**config.mk**
```make
export PLATFORM = sky130hd
export DESIGN_NAME = icache_refill
export DESIGN_NICKNAME = d
export VERILOG_FILES = /design/src/icache_pkg.sv /design/src/icache_refill.sv
export SDC_FILE = /design/constraint.sdc
export NUM_CORES = 1
export LEC_CHECK = 0
export ABC_AREA = 1
export BUFFER_PORTS_ARGS = -buffer_cell sky130_fd_sc_hd__buf_4
export CORE_AREA = 2 2 383 385
export CTS_CLUSTER_SIZE = 30
export DETAILED_ROUTE_END_ITERATION = 8
export DIE_AREA = 0 0 385 387
export GPL_TIMING_DRIVEN = 0
export PLACE_DENSITY = 0.43
export SLEW_MARGIN = 20
export SYNTH_ARGS = -nofsm -noshare
export SYNTH_HDL_FRONTEND = slang
export SYNTH_SLANG_ARGS = --single-unit
```
**constraint.sdc**
```tcl
create_clock -name iCLOCK -period 28 [get_ports iCLOCK]
set_input_delay 1.4 -clock iCLOCK [delete_from_list [all_inputs] [get_ports iCLOCK]]
set_output_delay 1.4 -clock iCLOCK [all_outputs]
set_load 0.02 [all_outputs]
```
**src/icache_pkg.sv**
```systemverilog
// Instruction cache geometry, refill states, beat/lookup/line/response structs, slot helper
package icache_pkg;

	// Cache geometry
	localparam int LINE_BEATS = 8;
	localparam int SET_COUNT = 16;
	localparam int OFFSET_W = 6;
	localparam int INDEX_W = 4;
	localparam int TAG_W = 22;
	// Beat index width inside a line
	localparam int BEAT_W = $clog2(LINE_BEATS);

	// Miss handling states
	typedef enum logic [1:0] {
		RF_IDLE = 2'd0,
		RF_REQ = 2'd1,
		RF_GET = 2'd2,
		RF_OUT = 2'd3
	} refill_state_e;

	// One 64-bit beat, lower instruction in the low half
	typedef struct packed {
		logic [63:0] data;
		logic [23:0] flags;
	} mem_beat_t;

	// Registered result of a tag lookup
	typedef struct packed {
		logic valid;
		logic hit;
		logic [31:0] addr;
		logic [63:0] data;
		logic [23:0] flags;
	} lookup_result_t;

	// Whole line, beat 0 in the low bits
	typedef struct packed {
		logic [64*LINE_BEATS-1:0] data;
		logic [24*LINE_BEATS-1:0] flags;
	} fill_line_t;

	// Two instruction slots towards the fetch unit
	typedef struct packed {
		logic slot1_valid;
		logic [31:0] slot1_inst;
		logic [11:0] slot1_flags;
		logic slot0_valid;
		logic [31:0] slot0_inst;
		logic [11:0] slot0_flags;
	} fetch_resp_t;

	// Slot 0 gets the addressed word, slot 1 the upper word when bit 2 is clear
	function automatic fetch_resp_t arrange_slots(input logic [63:0] data,
			input logic [23:0] flags, input logic upper);
		fetch_resp_t resp;
		resp.slot0_valid = 1'b1;
		resp.slot0_inst = upper ? data[63:32] : data[31:0];
		resp.slot0_flags = upper ? flags[23:12] : flags[11:0];
		resp.slot1_valid = !upper;
		resp.slot1_inst = data[63:32];
		resp.slot1_flags = flags[23:12];
		return resp;
	endfunction

endpackage

```
**src/icache_refill.sv**
```systemverilog
// Miss FSM: issues eight beat requests, assembles the line, keeps the critical beat
`timescale 1ns/1ns

module icache_refill (
	input logic iCLOCK,
	input logic inRESET,
	input logic miss_start,
	input logic [31:0] miss_addr,
	input logic out_lock,
	output logic mem_req,
	output logic [31:0] mem_addr,
	input logic mem_lock,
	input logic mem_valid,
	input icache_pkg::mem_beat_t mem_beat,
	output logic fill_req,
	output logic [31:0] fill_addr,
	output icache_pkg::fill_line_t fill_line,
	output icache_pkg::refill_state_e refill_state,
	output icache_pkg::fetch_resp_t refill_resp
);

	icache_pkg::refill_state_e state;

	// Address of the missing fetch
	logic [31:0] addr_q;
	// Beats requested and beats received
	logic [icache_pkg::BEAT_W-1:0] req_cnt;
	logic [icache_pkg::BEAT_W-1:0] get_cnt;
	// Line being assembled
	icache_pkg::fill_line_t line_q;

	logic beat_in;
	logic last_beat;
	logic critical_beat;

	assign beat_in = mem_valid &&
		(state == icache_pkg::RF_REQ || state == icache_pkg::RF_GET);
	assign last_beat = (get_cnt == icache_pkg::BEAT_W'(icache_pkg::LINE_BEATS - 1));
	assign critical_beat = (get_cnt == addr_q[icache_pkg::OFFSET_W-1 -: icache_pkg::BEAT_W]);

	// State and counters
	always_ff @(posedge iCLOCK or negedge inRESET) begin
		if (!inRESET) begin
			state <= icache_pkg::RF_IDLE;
			addr_q <= '0;
			req_cnt <= '0;
			get_cnt <= '0;
			fill_req <= 1'b0;
		end
		else begin
			fill_req <= 1'b0;
			case (state)
				icache_pkg::RF_IDLE: begin
					if (miss_start) begin
						addr_q <= miss_addr;
						req_cnt <= '0;
						get_cnt <= '0;
						state <= icache_pkg::RF_REQ;
					end
				end
				icache_pkg::RF_REQ: begin
					// Counter wraps to zero on the last accepted request
					if (!mem_lock) begin
						req_cnt <= req_cnt + 1'b1;
						if (req_cnt == icache_pkg::BEAT_W'(icache_pkg::LINE_BEATS - 1)) begin
							state <= icache_pkg::RF_GET;
						end
					end
				end
				icache_pkg::RF_GET: begin
					if (mem_valid && last_beat) begin
						fill_req <= 1'b1;
						state <= icache_pkg::RF_OUT;
					end
				end
				icache_pkg::RF_OUT: begin
					if (!out_lock) begin
						state <= icache_pkg::RF_IDLE;
					end
				end
				default: begin
					state <= icache_pkg::RF_IDLE;
				end
			endcase
			if (beat_in) begin
				get_cnt <= get_cnt + 1'b1;
			end
		end
	end

	// Critical beat arranged into the two slots
	always_ff @(posedge iCLOCK or negedge inRESET) begin
		if (!inRESET) begin
			refill_resp <= '0;
		end
		else if (beat_in && critical_beat) begin
			refill_resp <= icache_pkg::arrange_slots(mem_beat.data, mem_beat.flags,
				addr_q[2]);
		end
	end

	// Beats shift in from the top, beat 0 ends up lowest
	always_ff @(posedge iCLOCK) begin
		if (beat_in) begin
			line_q.data <= {mem_beat.data, line_q.data[64*icache_pkg::LINE_BEATS-1:64]};
			line_q.flags <= {mem_beat.flags, line_q.flags[24*icache_pkg::LINE_BEATS-1:24]};
		end
	end

	assign mem_req = (state == icache_pkg::RF_REQ);
	assign mem_addr = {addr_q[31:icache_pkg::OFFSET_W], req_cnt, 3'b000};
	assign fill_addr = {addr_q[31:icache_pkg::OFFSET_W], {icache_pkg::OFFSET_W{1'b0}}};
	assign fill_line = line_q;
	assign refill_state = state;

endmodule

```
After elaboration in Yosys (flattened, before gate mapping)
Index checks and enable logic that the tools add are counted.

Flip-flop bits (word level): 835. Input port bits: 126. Word-level logic and storage cells: 54.

Add/subtract/negate cells: 2. Eq/ne operators: 11. Multiplexer cells: 15. Reduce and logical (&&, ||, !) cells: 13.

Operators with widths (count): 32-bit 2-to-1 mux (1); 12-bit 2-to-1 mux (1); 3-bit 2-to-1 mux (4); 2-bit 2-to-1 mux (5); 2-bit case mux with 4 select lines (1); 3-bit by 1-bit adder with 3-bit output, second input constant (2); 3-bit equality test, second input constant (2); 2-bit != test, second input constant (3); 3-bit case mux with 2 select lines (1); 2-bit nonzero test (3); 5-bit AND reduction (1); 2-bit equality test, second input constant (2); 2-bit by 1-bit != test with 1-bit output, second input constant (2); 2-bit AND reduction (2); 3-bit equality test (1); 1-bit logical AND (3); 3-bit AND reduction (1); 2-bit by 1-bit equality test with 1-bit output, second input constant (1); 2-bit zero test (1); 1-bit 2-to-1 mux (2); 1-bit zero test (1); 1-bit logical OR (1).

Logic depth before layout (Yosys ltp)
Depth in word-level cells: 5. Mapped depth: 10. Mapped depth without buffers: 9.

Worst setup path after synthesis
No wires, ideal clock.

Kind: input-to-reg. Start: input port mem_valid. End: register refill_resp[0] in the netlist's numbering. Setup time: 117 ps. Arrival: 10576 ps. Slack: 17307 ps. Cell stages on the path: 8. Buffers on the path: 1. Cell sequence: nand2_1 > inv_2 > nand2_1 > nor2_4 > nand2_2 > buf_2 > nand2_1 > nand2_1.

Longest elaborated chain between the ends: 2.

Ends and longest elaborated chain: start, declared (line icache_refill.sv:13) `input logic mem_valid,`; 1-bit logical AND (line icache_refill.sv:36) `assign beat_in = mem_valid &&`; via beat_in (line icache_refill.sv:32) `logic beat_in;`; 1-bit logical AND (line icache_refill.sv:96) `else if (beat_in && critical_beat) begin`; end signal, assigned (line icache_refill.sv:97) `refill_resp <= icache_pkg::arrange_slots(mem_beat.data, mem_beat.flags,`; end, declared (line icache_refill.sv:19) `output icache_pkg::fetch_resp_t refill_resp`.

The timed path passes the listed nets, and every way through them passes these cells. A chain may end at the register's enable or synchronous reset.

Worst setup path in the final report
Start: register state[1], in the netlist refill_state[1]. End: register line_q (netlist bit fill_line[372]) (enable).

Longest elaborated chain between the ends: 3. Elaborated cells between the ends (all ways): 4.

Ends and longest elaborated chain: start, declared (line icache_refill.sv:22) `icache_pkg::refill_state_e state;`; start signal, assigned (line icache_refill.sv:44) `state <= icache_pkg::RF_IDLE;`; start signal, assigned (line icache_refill.sv:58) `state <= icache_pkg::RF_REQ;`; start signal, assigned (line icache_refill.sv:66) `state <= icache_pkg::RF_GET;`; 2-bit by 1-bit equality test with 1-bit output / 2-bit equality test (equally long branches) (line icache_refill.sv:37) `(state == icache_pkg::RF_REQ || state == icache_pkg::RF_GET);`; 1-bit logical OR (*) (line icache_refill.sv:37); 1-bit logical AND (*) (line icache_refill.sv:36); via beat_in (line icache_refill.sv:32); end, declared (line icache_refill.sv:30) `icache_pkg::fill_line_t line_q;`.

The timed path passes the listed nets; every way through them passes the cells marked *.

==> flow_summary.ini <==
[floorplan]
io_pins = 988
die_w_um = 385
die_h_um = 387
rows = 140
dieArea_um2 = 149000
core-area_um2 = 145000
start_util_pct = 18.9

[global_route]
grt_max_degree = 108
busiest_layer = met2
antenna_found_initial = 11
grt_usage_pct = 13.0
grt_util_met1_pct = 15.7
grt_pass1_wl_um = 135000
grt_pass1_vias = 16100
grt_use_met2_pct = 22.1
grt.met3_usage_pct = 4.06
grt_overflow = 0

[timing]
relSlewSlack_pct = 46.7
slew_viol_final = 0
setup_tns_ns = 0
timing.fmax_mhz = 263
skew_ns = 0.0305
period_needed_ns = 3.80
worst_slew_pin_slew_ns = 0.799
fin_crit_sh_pct = 13.6
hold_violations = 0
grt_setup_unrepaired = false
setup_violations = 0

[clock_tree]
htreeDepth = 3
insertion_delay_ns = 0.71
cts_tree = yes
postCtsSetupRepairBufs = 0
clockRootBuffer = clkbuf_16
clkTransAtPathRegs_ns = 0.06
clkSinkCount = 833
hold_buffers = 0
post_cts_resized = 0
numCtsBuffers = 94
cts_max_path_buffers = 3

[placement]
routabilityCongestion = 0.838
dp_hpwl_um = 79000
port-buffer-count = 976
place_area_um2 = 37400

[layout]
final_layout_size_suffix_gt1_share_pct = 47.5
nets = 2663
syn_to_final_growth_pct = 48.0
final_area_um2 = 40500
fillers = 14700

[yosys]
yosysSeqAreaShare_pct = 89.1
synth_seq_cells = 833
async_flop_share_pct = 15.5
synth_edf_count = 704
synth_top_area_cell = edfxtp_1
synthTopCellsByArea = edfxtp_1 (77%), dfrtp_1 (12%), nand2_1 (4.7%)
yosysMostFrequentCell = edfxtp_1
synthTopCellsByCount = edfxtp_1 (704), nand2_1 (340), dfrtp_1 (129)
ys.flop_type = edfxtp_1
yosysUniqueCellTypes = 21
synth_cells = 1439
yosys_warnings = 0
synth_top_area_share_pct = 77.3
synthesis.area_um2 = 27400
syn_area_per_cell_um2 = 19.0

[critical_path]
cp_data_required_time_ns = 28.30
worst_path_most_repeated_cell = buf_16
end_kind = flip-flop
slowest_delay_ns = 0.43
timing.rr.start = refill_state[1]
ff2ff_path_depth = 8
cp_max_fo = 107
crit_path_start_kind = flip-flop
worstSetupPathType = reg -> reg
cp.arrival_ns = 4.10
r2r_slack_ns = 24.20
cpMaxStageDelayCell = dfrtp_1
path_cells = inv_1 -> ha_1 -> nand2_1 -> inv_8 -> buf_16 -> buf_16 -> buf_16 -> buf_16
r2r_end = fill_line[372]

[hold_path]
min_delay_path_depth = 0
min_path_type = reg -> reg
hp-start = fill_line[636]
holdPathEnd = fill_line[572]

[power]
switching_power_mw = 2.07
swShare_pct = 37.9
p_int_mw = 3.39
pwr-share-seq_pct = 41.6
p_per_area_nw_per_um2 = 135
pwr-share-comb_pct = 35.7
p_leak_nw = 16.5
max-vdd-ir-drop_v = 0.0000567
clkPwrFrac_pct = 22.7

[detailed_routing]
drcViolationCount = 0
post_drt_wl_per_cell_um = 22.5
wl_um = 102000
dr_total_vias = 16300
first_pass_iters = 5
viasPerCell = 3.59
ant_nets = 0
drtIter0Drc = 1233

[outcome]
status = completed

[run]
max-cap-violations = 0
[worst max path at each step]
stage / from / to / slack [ns]
final: refill_state[1] / fill_line[372] / 24.20
after global routing: refill_state[1] / fill_line[13] / 23.97
after CTS: refill_state[1] / fill_line[73] / 24.18
after detailed placement: mem_valid / fill_line[1] / 23.55
after global placement: mem_valid / refill_resp[25] / 12.15
after floorplan: mem_valid / refill_resp[0] / 17.31
[critical path, delay by kind of cell (launching register included)]
| family | cells | cell delay (ns) |
|---|---|---|
| adder cells (fa/ha/maj) | 1 | 0.32 |
| buffers and inverters | 6 | 2.08 |
| flip-flops | 1 | 0.43 |
| AND/OR/NAND/NOR | 1 | 0.16 |
[power groups by stage]
stage / clock, mW / combinational [mW] / sequential [mW]
2_1_floorplan: 0 / 0.439 / 2.86
3_3_place_gp: 0 / 1.96 / 2.52
3_5_place_dp: 0 / 1.99 / 2.30
4_1_cts: 1.29 / 1.99 / 2.28
5_1_grt: 1.33 / 2.05 / 2.33
6_report: 1.24 / 1.95 / 2.27
[routing by layer]
layer | vias to the layer above | wire [um]
li1 | 7356 | -
met4 | 6 | 2240
met5 | - | 37
met3 | 128 | 8680
met2 | 669 | 50500
met1 | 8132 | 40300
[final cells by class]
type / count / area, um^2 / share of cell area [%]
timing repair buffer: 985 / 7580 / 18.7
clock buffer: 119 / 2530 / 6.25
tap: 1917 / 2400 / 5.93
clock inverter: 57 / 556 / 1.37
inverter: 14 / 60.1 / 0.148
antenna: 8 / 20.0 / 0.0495
sequential: 833 / 24400 / 60.2
buffer: 100 / 657 / 1.62
multi-input combinational: 500 / 2300 / 5.69
[sequential cells by signal (all words and copies together), names as in the netlist]
name	cells
addr_q	30
fill_line	704
fill_req	1
get_cnt	3
refill_resp	90
refill_state	2
req_cnt	3
[per-stage QoR]
| stage | setup slack (ns) | util, % | hold WS [ns] | power (mW) | std cells |
|---|---|---|---|---|---|
| finish | 24.20 | 27.9 | 0.425 | 5.47 | 4533 |
| global route | 23.97 | 27.9 | 0.422 | 5.71 | 4526 |
| CTS | 24.18 | 27.9 | 0.395 | 5.56 | 4525 |
| detailed placement | 23.55 | 25.8 | 0.434 | 4.29 | 4349 |
| global placement | 12.15 | 25.6 | 0.430 | 4.48 | 4340 |
| floorplan | 17.31 | - | 0.488 | 3.30 | 1447 |
[cells in the final DEF (no fill, tap or decap), types with 3 or more instances in the layout]
master,count
buf_4,1038
clkinv_2,15
a21oi_1,6
clkbuf_1,29
clkinv_16,3
diode_2,8
nand2_1,340
edfxtp_1,704
ha_1,9
buf_16,9
nor2_1,8
dfrtp_1,129
clkinv_1,24
clkbuf_16,96
buf_2,24
nand3_1,91
clkbuf_8,4
inv_1,11
o21ai_0,6
bufinv_16,7
mux2_2,26
conb_1,9
[cell families (layout without fill, tap and decap cells)]
| family | count (synthesis) | count (layout) | synth area share (%) |
|---|---|---|---|
| buffers and inverters | 114 | 1275 | 2.59 |
| AO/OA/AOI/OAI | 13 | 13 | 0.247 |
| multiplexers | 26 | 26 | 1.07 |
| flip-flops | 833 | 833 | 89.1 |
| other | 1 | 17 | 0.0137 |
| adder cells (fa/ha/maj) | 9 | 9 | 0.412 |
| AND/OR/NAND/NOR | 443 | 443 | 6.57 |
(Power assumes the default switching activity.)
