`config.mk`:
```
export PLATFORM = sky130hd
export DESIGN_NAME = icache_fetch_resp
export DESIGN_NICKNAME = d
export VERILOG_FILES = /design/src/icache_pkg.sv /design/src/icache_fetch_resp.sv
export SDC_FILE = /design/constraint.sdc
export NUM_CORES = 1
export LEC_CHECK = 0
export BUFFER_PORTS_ARGS = -buffer_cell sky130_fd_sc_hd__buf_4
export CELL_PAD_IN_SITES_DETAIL_PLACEMENT = 1
export CELL_PAD_IN_SITES_GLOBAL_PLACEMENT = 1
export CORE_AREA = 2 2 148 150
export DETAILED_ROUTE_END_ITERATION = 12
export DIE_AREA = 0 0 150 152
export HOLD_SLACK_MARGIN = 0.05
export PLACE_DENSITY_LB_ADDON = 0.2
export SYNTH_ARGS = -nofsm -noshare
export SYNTH_HDL_FRONTEND = slang
export SYNTH_SLANG_ARGS = --single-unit
```
`constraint.sdc`:
```
create_clock -name iCLOCK -period 1.4 [get_ports iCLOCK]
set_clock_uncertainty 0.1 [all_clocks]
set_input_delay 0.07 -clock iCLOCK [delete_from_list [all_inputs] [get_ports iCLOCK]]
set_output_delay 0.07 -clock iCLOCK [all_outputs]
set_load 0.005 [all_outputs]
```
`src/icache_pkg.sv`:
```
// Instruction cache geometry, refill states, beat/lookup/line/response structs, slot helper
package icache_pkg;

	// Cache geometry
	localparam int LINE_BEATS = 8;
	localparam int SET_COUNT = 16;
	localparam int OFFSET_W = 6;
	localparam int INDEX_W = 4;
	localparam int TAG_W = 22;
	// Beat index width inside a line
	localparam int BEAT_W = $clog2(LINE_BEATS);

	// Miss handling states
	typedef enum logic [1:0] {
		RF_IDLE = 2'd0,
		RF_REQ = 2'd1,
		RF_GET = 2'd2,
		RF_OUT = 2'd3
	} refill_state_e;

	// One 64-bit beat, lower instruction in the low half
	typedef struct packed {
		logic [63:0] data;
		logic [23:0] flags;
	} mem_beat_t;

	// Registered result of a tag lookup
	typedef struct packed {
		logic valid;
		logic hit;
		logic [31:0] addr;
		logic [63:0] data;
		logic [23:0] flags;
	} lookup_result_t;

	// Whole line, beat 0 in the low bits
	typedef struct packed {
		logic [64*LINE_BEATS-1:0] data;
		logic [24*LINE_BEATS-1:0] flags;
	} fill_line_t;

	// Two instruction slots towards the fetch unit
	typedef struct packed {
		logic slot1_valid;
		logic [31:0] slot1_inst;
		logic [11:0] slot1_flags;
		logic slot0_valid;
		logic [31:0] slot0_inst;
		logic [11:0] slot0_flags;
	} fetch_resp_t;

	// Slot 0 gets the addressed word, slot 1 the upper word when bit 2 is clear
	function automatic fetch_resp_t arrange_slots(input logic [63:0] data,
			input logic [23:0] flags, input logic upper);
		fetch_resp_t resp;
		resp.slot0_valid = 1'b1;
		resp.slot0_inst = upper ? data[63:32] : data[31:0];
		resp.slot0_flags = upper ? flags[23:12] : flags[11:0];
		resp.slot1_valid = !upper;
		resp.slot1_inst = data[63:32];
		resp.slot1_flags = flags[23:12];
		return resp;
	endfunction

endpackage

```
`src/icache_fetch_resp.sv`:
```
// Fetch response stage: acceptance, hit or refill result selection, miss start and fetch lock
`timescale 1ns/1ns

module icache_fetch_resp (
	input logic iCLOCK,
	input logic inRESET,
	input logic fetch_req,
	input logic [31:0] fetch_addr,
	output logic fetch_lock,
	input logic out_lock,
	output icache_pkg::fetch_resp_t fetch_resp,
	output logic lookup_req,
	output logic [31:0] lookup_addr,
	output logic hold,
	input icache_pkg::lookup_result_t lookup_result,
	output logic miss_start,
	input icache_pkg::refill_state_e refill_state,
	input icache_pkg::fetch_resp_t refill_resp
);

	// Lookup result not yet delivered or handed to the refill
	logic pending;

	logic accept;
	logic live;
	logic hit_live;
	logic miss_live;
	icache_pkg::fetch_resp_t hit_resp;

	assign live = pending && lookup_result.valid;
	assign hit_live = live && lookup_result.hit;
	assign miss_live = live && !lookup_result.hit;

	assign fetch_lock = (refill_state != icache_pkg::RF_IDLE) || miss_live ||
		(hit_live && out_lock);
	assign accept = fetch_req && !fetch_lock;

	assign lookup_req = accept;
	assign lookup_addr = fetch_addr;
	assign hold = pending && out_lock;
	assign miss_start = miss_live && !out_lock;

	always_ff @(posedge iCLOCK or negedge inRESET) begin
		if (!inRESET) begin
			pending <= 1'b0;
		end
		else if (accept) begin
			pending <= 1'b1;
		end
		else if ((hit_live && !out_lock) || miss_start) begin
			pending <= 1'b0;
		end
	end

	assign hit_resp = icache_pkg::arrange_slots(lookup_result.data, lookup_result.flags,
		lookup_result.addr[2]);

	// Refill result wins while the miss is being delivered
	always_comb begin
		if (refill_state == icache_pkg::RF_OUT) begin
			fetch_resp = refill_resp;
		end
		else if (hit_live) begin
			fetch_resp = hit_resp;
		end
		else begin
			fetch_resp = '0;
		end
	end

endmodule

```
# Yosys cells after proc, flatten, opt, wreduce, memory -nomap -nowiden
# Index checks and enable logic that the tools add are counted.
dict set report totals {
  regBits 1
  input_bits 250
  out_inout_bits 126
  word_cells 25
}
dict set report classes {
  eq_ne 1
  mux 6
  n_reduce_logical 17
}
# op n
set op_table {}
lappend op_table {{90-bit two-way mux} 2}
lappend op_table {{32-bit two-way mux} 1}
lappend op_table {{12-bit two-way mux} 1}
lappend op_table {{1-bit logical AND} 8}
lappend op_table {{1-bit zero test} 4}
lappend op_table {{2-bit nonzero test} 2}
lappend op_table {{1-bit logical OR} 3}
lappend op_table {{2-bit == test, second input constant} 1}
lappend op_table {{1-bit two-way mux} 2}

# Longest topological paths before layout
# Gate-level depths: netlist of run 1.
dict set report depth {
  depth_word 7
  depth_mapped 5
  mapped_depth_nobuf 3
}

# Worst setup path after synthesis of run 1
# Ideal clock, no wire load.
dict set report synth_path {
  kind {register to output}
  start {register pending}
  end {output fetch_resp[10] (netlist bit)}
  arrival_ns 1.232
  required_ns 1.230
  path_slack_ns -0.002
  stages_incl_launch_ff 6
  cell_sequence {dfrtp_1 -> nand2_1 -> or3b_1 -> buf_6 -> buf_6 -> o21ai_2}
}
# element line_no
set synth_rtl {}
lappend synth_rtl {{start, declared} icache_fetch_resp.sv:22} ;# logic pending;
lappend synth_rtl {{start signal, assigned} icache_fetch_resp.sv:45} ;# pending <= 1'b0;
lappend synth_rtl {{start signal, assigned} icache_fetch_resp.sv:48} ;# pending <= 1'b1;
lappend synth_rtl {{start signal, assigned} icache_fetch_resp.sv:51} ;# pending <= 1'b0;
lappend synth_rtl {{end, declared} icache_fetch_resp.sv:11} ;# output icache_pkg::fetch_resp_t fetch_resp,

==> results of run 1 <==
==> cells by family after synthesis <==
kind of cell    Yosys count  share of synthesized area, %
mux                      44                          23.6
compound gates           92                          39.6
flops                     1                          1.34
buf+inv                  58                          22.5
simple gates             56                          13.0
==> timing repair <==
action	in CTS	in global routing
cloned	5	2
pin swaps	2	15
hold buffers	33	0
endpoints found under the setup margin	90	90
hold endpoints to repair	33	0
resized for setup	22	6
buffers inserted	4	0
==> per-stage QoR <==
stage                     setup TNS, ps  area (um2)  total power, mW
after floorplan                       0        1870            0.519
after global placement           -11470        4090             1.22
after detailed placement         -12820        4090             1.23
after CTS                        -10960        4650             1.40
after global routing             -14180        4680             1.50
final                             -8500        4680             1.39
==> cell usage in the layout (no fill, tap or decap), types with 2 or more instances in the layout <==
master | synthesis | final
buf_4 | 32 | 284
nand2_1 | 48 | 47
a22o_1 | 44 | 44
mux2i_1 | 44 | 44
o21ai_2 | 30 | 37
dlygate4sd3_1 | 0 | 33
buf_12 | 0 | 9
o21ai_1 | 9 | 6
o21ai_0 | 9 | 4
buf_16 | 0 | 4
buf_6 | 10 | 3
nor2_1 | 2 | 2
inv_1 | 2 | 2
clkbuf_16 | 0 | 2
==> worst paths after layout <==
path	end	slack, ps	start
max	fetch_resp[39]	-150	pending
min	pending	240	out_lock
max reg2reg	pending	230	pending
min reg2reg	pending	520	pending
max in group asynchronous	pending	820	inRESET
min in group asynchronous	pending	300	inRESET
==> worst max-delay path, cell delays in order (launching register included) <==
cell and delay (ps):
dfrtp_1 340, nand2_2 70, or3b_4 480, buf_12 200, o21ai_1 160, buf_4 130
==> per-layer routing <==
metal	global-route usage, %	share of wire (%)
met2	21.5	56
met5	0	0
met3	1.74	7.7
met1	10.9	36
met4	0.494	0.52
==> power breakdown <==
group | internal, mW | switching (mW)
Sequential | 0.0334 | 0.00263
Combinational | 0.847 | 0.503
Clock | 0 | 0
Total | 0.881 | 0.505
==> layout make-up <==
class,instances,area [um2],area share (%)
Inverter,2,7.51,0.160
Multi-Input combinational cell,192,1460,31.2
Sequential cell,1,25.0,0.534
Tap cell,280,350,7.48
Timing Repair Buffer,335,2840,60.6
==> impl_metrics.json, run 1 <==
{
  "max_freq_mhz": 644,
  "crit_arrival_ps": 1380,
  "start_kind": "flip-flop",
  "vias_per_cell": 3.80,
  "netlist_area_mm2": 0.00186,
  "core_mm2": 0.0214,
  "ys_types": 19,
  "peakVddDrop_v": 0.000140,
  "cp-end-kind": "primary output",
  "syn2layout_area_growth_pct": 151,
  "finalSetupViolCount": 90,
  "die_w_um": 150,
  "top_regs": "pending (1)",
  "worstSetupPathType": "flip-flop to primary output",
  "worst_slack_ps": -152,
  "violations": "setup timing",
  "synth.avg_cell_area_um2": 7.43,
  "hold_depth": 3,
  "synth_common_cells": "nand2_1 (48), a22o_1 (44), mux2i_1 (44)",
  "clock_latency_ps": 0,
  "routedWlPerCell_um": 16.3,
  "synth_warnings": 0,
  "synthArstFlopShare_pct": 100,
  "grt_max_degree": 47,
  "period_minus_slack_ps": 1550,
  "drt-initial-drc-count": 69,
  "instances_no_fill": 810,
  "wirelength_um": 13200,
  "drive_above_1_share_pct": 64.9,
  "timing.final.hold_violations": 0,
  "std_cell_rows": 54,
  "drc": 0,
  "r2r.worst_path.cells": 5,
  "ant_nets": 0,
  "p_leak_nw": 2.38,
  "fill_cells": 2563,
  "synth_edf_count": 0,
  "gp_congestion": 0.740,
  "synth_top_area_share_pct": 23.6,
  "status": "complete, but fails checks",
  "io_pins": 376,
  "period_share_pct": 111,
  "holdWs_ps": 237,
  "vias": 3076,
  "antennaDiodeCount": 0,
  "start_util_pct": 8.73,
  "syn_nets": 501,
  "ys_seq_elements": 1,
  "drv_slew": 0,
  "dp_slack_ps": -261,
  "rsz0062_at_grt": "true",
  "powerDensity_mw_per_mm2": 296,
  "final_core_utilization_pct": 21.9,
  "slew_headroom_pct": 78.5,
  "min_path_type": "primary input to flip-flop",
  "yosysMostFrequentCell": "nand2_1",
  "antenna_found_initial": 0,
  "largest_reg_flops": 1,
  "yosysSeqAreaShare_pct": 1.34,
  "io_buffers": 280,
  "synthCells": 251,
  "tightestPinTransition_ps": 313,
  "regMostFlops": "pending",
  "synth.area.top_cells": "mux2i_1 (24%), a22o_1 (21%), o21ai_2 (14%)",
  "grt_pass1_vias": 3393,
  "crit_required_ps": 1230,
  "critPathMaxFanout": 20,
  "nets": 782,
  "dp_hpwl_um": 9910,
  "cts.clk_slew.worst_paths_ps": 0,
  "synth_top_cell_by_area": "mux2i_1",
  "synthFlopType": "dfrtp_1",
  "max_cap_violations": 0,
  "grt_pass1_wl_um": 18600,
  "dp_cells": 768,
  "grt_overflow": 0,
  "grt_usage_pct": 10.3,
  "dieArea_mm2": 0.0228,
  "dr.pass1.iters": 4,
  "die_h_um": 152
}
No activity file was read; power rests on OpenSTA's default activity.
==> run 2: changes to the inputs <==
CELL_PAD_IN_SITES_DETAIL_PLACEMENT = 0   (was 1)
==> run 2 against run 1 <==
Net effect: the run still ends with setup timing left; first-iteration DRC count grew 25%; maximum frequency grew 1.7%; routed wire length shrank 12%; final cell count shrank 0.12%; critical path depth is the same; worst hold slack gained 25 ps; cell area shrank 0.80%; combinational power is essentially flat; register-to-register slack is essentially flat; critical endpoint is now fetch_resp[36].
==> impl_metrics.json, run 2 (same netlist as run 1, synthesis figures left out) <==
{
  "core_mm2": 0.0214,
  "status": "complete, but fails checks",
  "std_cell_rows": 54,
  "cts.clk_slew.worst_paths_ps": 0,
  "dp_slack_ps": -246,
  "max_freq_mhz": 655,
  "rr_startpoint": "pending",
  "period_minus_slack_ps": 1530,
  "crit_required_ps": 1230,
  "top_layer": "met4",
  "drt-initial-drc-count": 86,
  "die_h_um": 152,
  "drv_slew": 0,
  "drc": 0,
  "violations": "setup timing",
  "period_share_pct": 109,
  "multi_input_area_mm2": 0.00146,
  "syn2layout_area_growth_pct": 149,
  "grt_pass1_wl_um": 16600,
  "tightestPinTransition_ps": 272,
  "drt-met1-wl_um": 3960,
  "slew_headroom_pct": 81.4,
  "grt_overflow": 0,
  "wl_met2_um": 6590,
  "mostFrequentLayoutCells": "buf_4 (285), nand2_1 (47), a22o_1 (44), mux2i_1 (44), o21ai_2 (39)",
  "worstSetupPathType": "flip-flop to primary output",
  "grt_max_degree": 47,
  "peakVddDrop_v": 0.000197,
  "min_path_type": "primary input to flip-flop",
  "antennaDiodeCount": 0,
  "regMostFlops": "pending",
  "antenna_found_initial": 0,
  "largest_reg_flops": 1,
  "wirelength_um": 11600,
  "grt_usage_pct": 9.12,
  "max_cap_violations": 0,
  "io_buffers": 280,
  "powerDensity_mw_per_mm2": 293,
  "clock_latency_ps": 0,
  "p_leak_nw": 2.37,
  "dr.pass1.iters": 4,
  "critPathMaxFanout": 20,
  "tns_ps": -7060,
  "finalSetupViolCount": 89,
  "final_common_cell": "buf_4",
  "timing.final.hold_violations": 0,
  "gp_congestion": 0.740,
  "worst_slack_ps": -126,
  "dp_hpwl_um": 9090,
  "start_kind": "flip-flop",
  "ant_nets": 0,
  "worstSetupStartpoint": "pending",
  "grt_pass1_vias": 3060,
  "cp-end-kind": "primary output",
  "wl_met3_um": 1010,
  "final-seq-area_um2": 25.0,
  "die_w_um": 150,
  "vias": 2999,
  "drive_above_1_share_pct": 65.0,
  "fill_cells": 2428,
  "vias_per_cell": 3.71,
  "start_util_pct": 8.73,
  "crit_arrival_ps": 1360,
  "nets": 781,
  "rsz0062_at_grt": "true",
  "io_pins": 376,
  "dieArea_mm2": 0.0228,
  "routedWlPerCell_um": 14.4,
  "hp-start": "out_lock",
  "top_regs": "pending (1)"
}
[run 2: cell count changes in the layout (fill, tap and decap cells not counted), sizes merged]
cell	delta
buf	+1
clkbuf	-2
[run 2: worst max-delay path, cell delays in order (launching register included)]
cell and delay (ps):
dfrtp_1 340, nand2_2 60, or3b_4 470, buf_12 200, o21ai_1 150, buf_4 130
[run 2: timing repair]
item / CTS / global route
buffers inserted: 4 / 0
hold buffers: 33 / 0
hold endpoints to repair: 33 / 0
pin swaps: 2 / 2
cloned: 4 / 0
endpoints found under the setup margin: 90 / 90
gates resized for setup: 15 / 10
[run 2: metal layers]
metal  vias up  global-route usage, %
met4         0                  0.539
met2       181                   19.2
met1      1359                   9.60
met3         6                   1.38
li1       1453                      -
met5         -                      0
[run 2: final timing paths]
path	cells after the start	slack (ps)	endpoint
max	5	-130	fetch_resp[36]
min	3	260	pending
max reg2reg	5	240	pending
min reg2reg	4	630	pending
max in group asynchronous	2	830	pending
min in group asynchronous	2	290	pending
[run 2: cell type report]
cell class,instances,area share [%]
repair buffers,334,60.3
multi-input cells,192,31.4
well taps,280,7.54
inverters,2,0.162
flip-flops and latches,1,0.539
[run 2: stage by stage]
stage / std cells / hold WS (ps) / total power, mW / util (%) / area [um2]
floorplan: 251 / -326 / 0.519 / - / 1870
global placement: 768 / -252 / 1.22 / 19.2 / 4090
detailed placement: 768 / -252 / 1.22 / 19.2 / 4090
CTS: 809 / 259 / 1.38 / 21.6 / 4610
global route: 809 / 292 / 1.47 / 21.8 / 4640
finish: 809 / 262 / 1.36 / 21.8 / 4640
[run 2: power breakdown]
part	switching, mW	total [mW]	internal (mW)
sequential	0.00253	0.0359	0.0334
clock	0	0	0
combinational	0.482	1.32	0.843
total	0.484	1.36	0.876
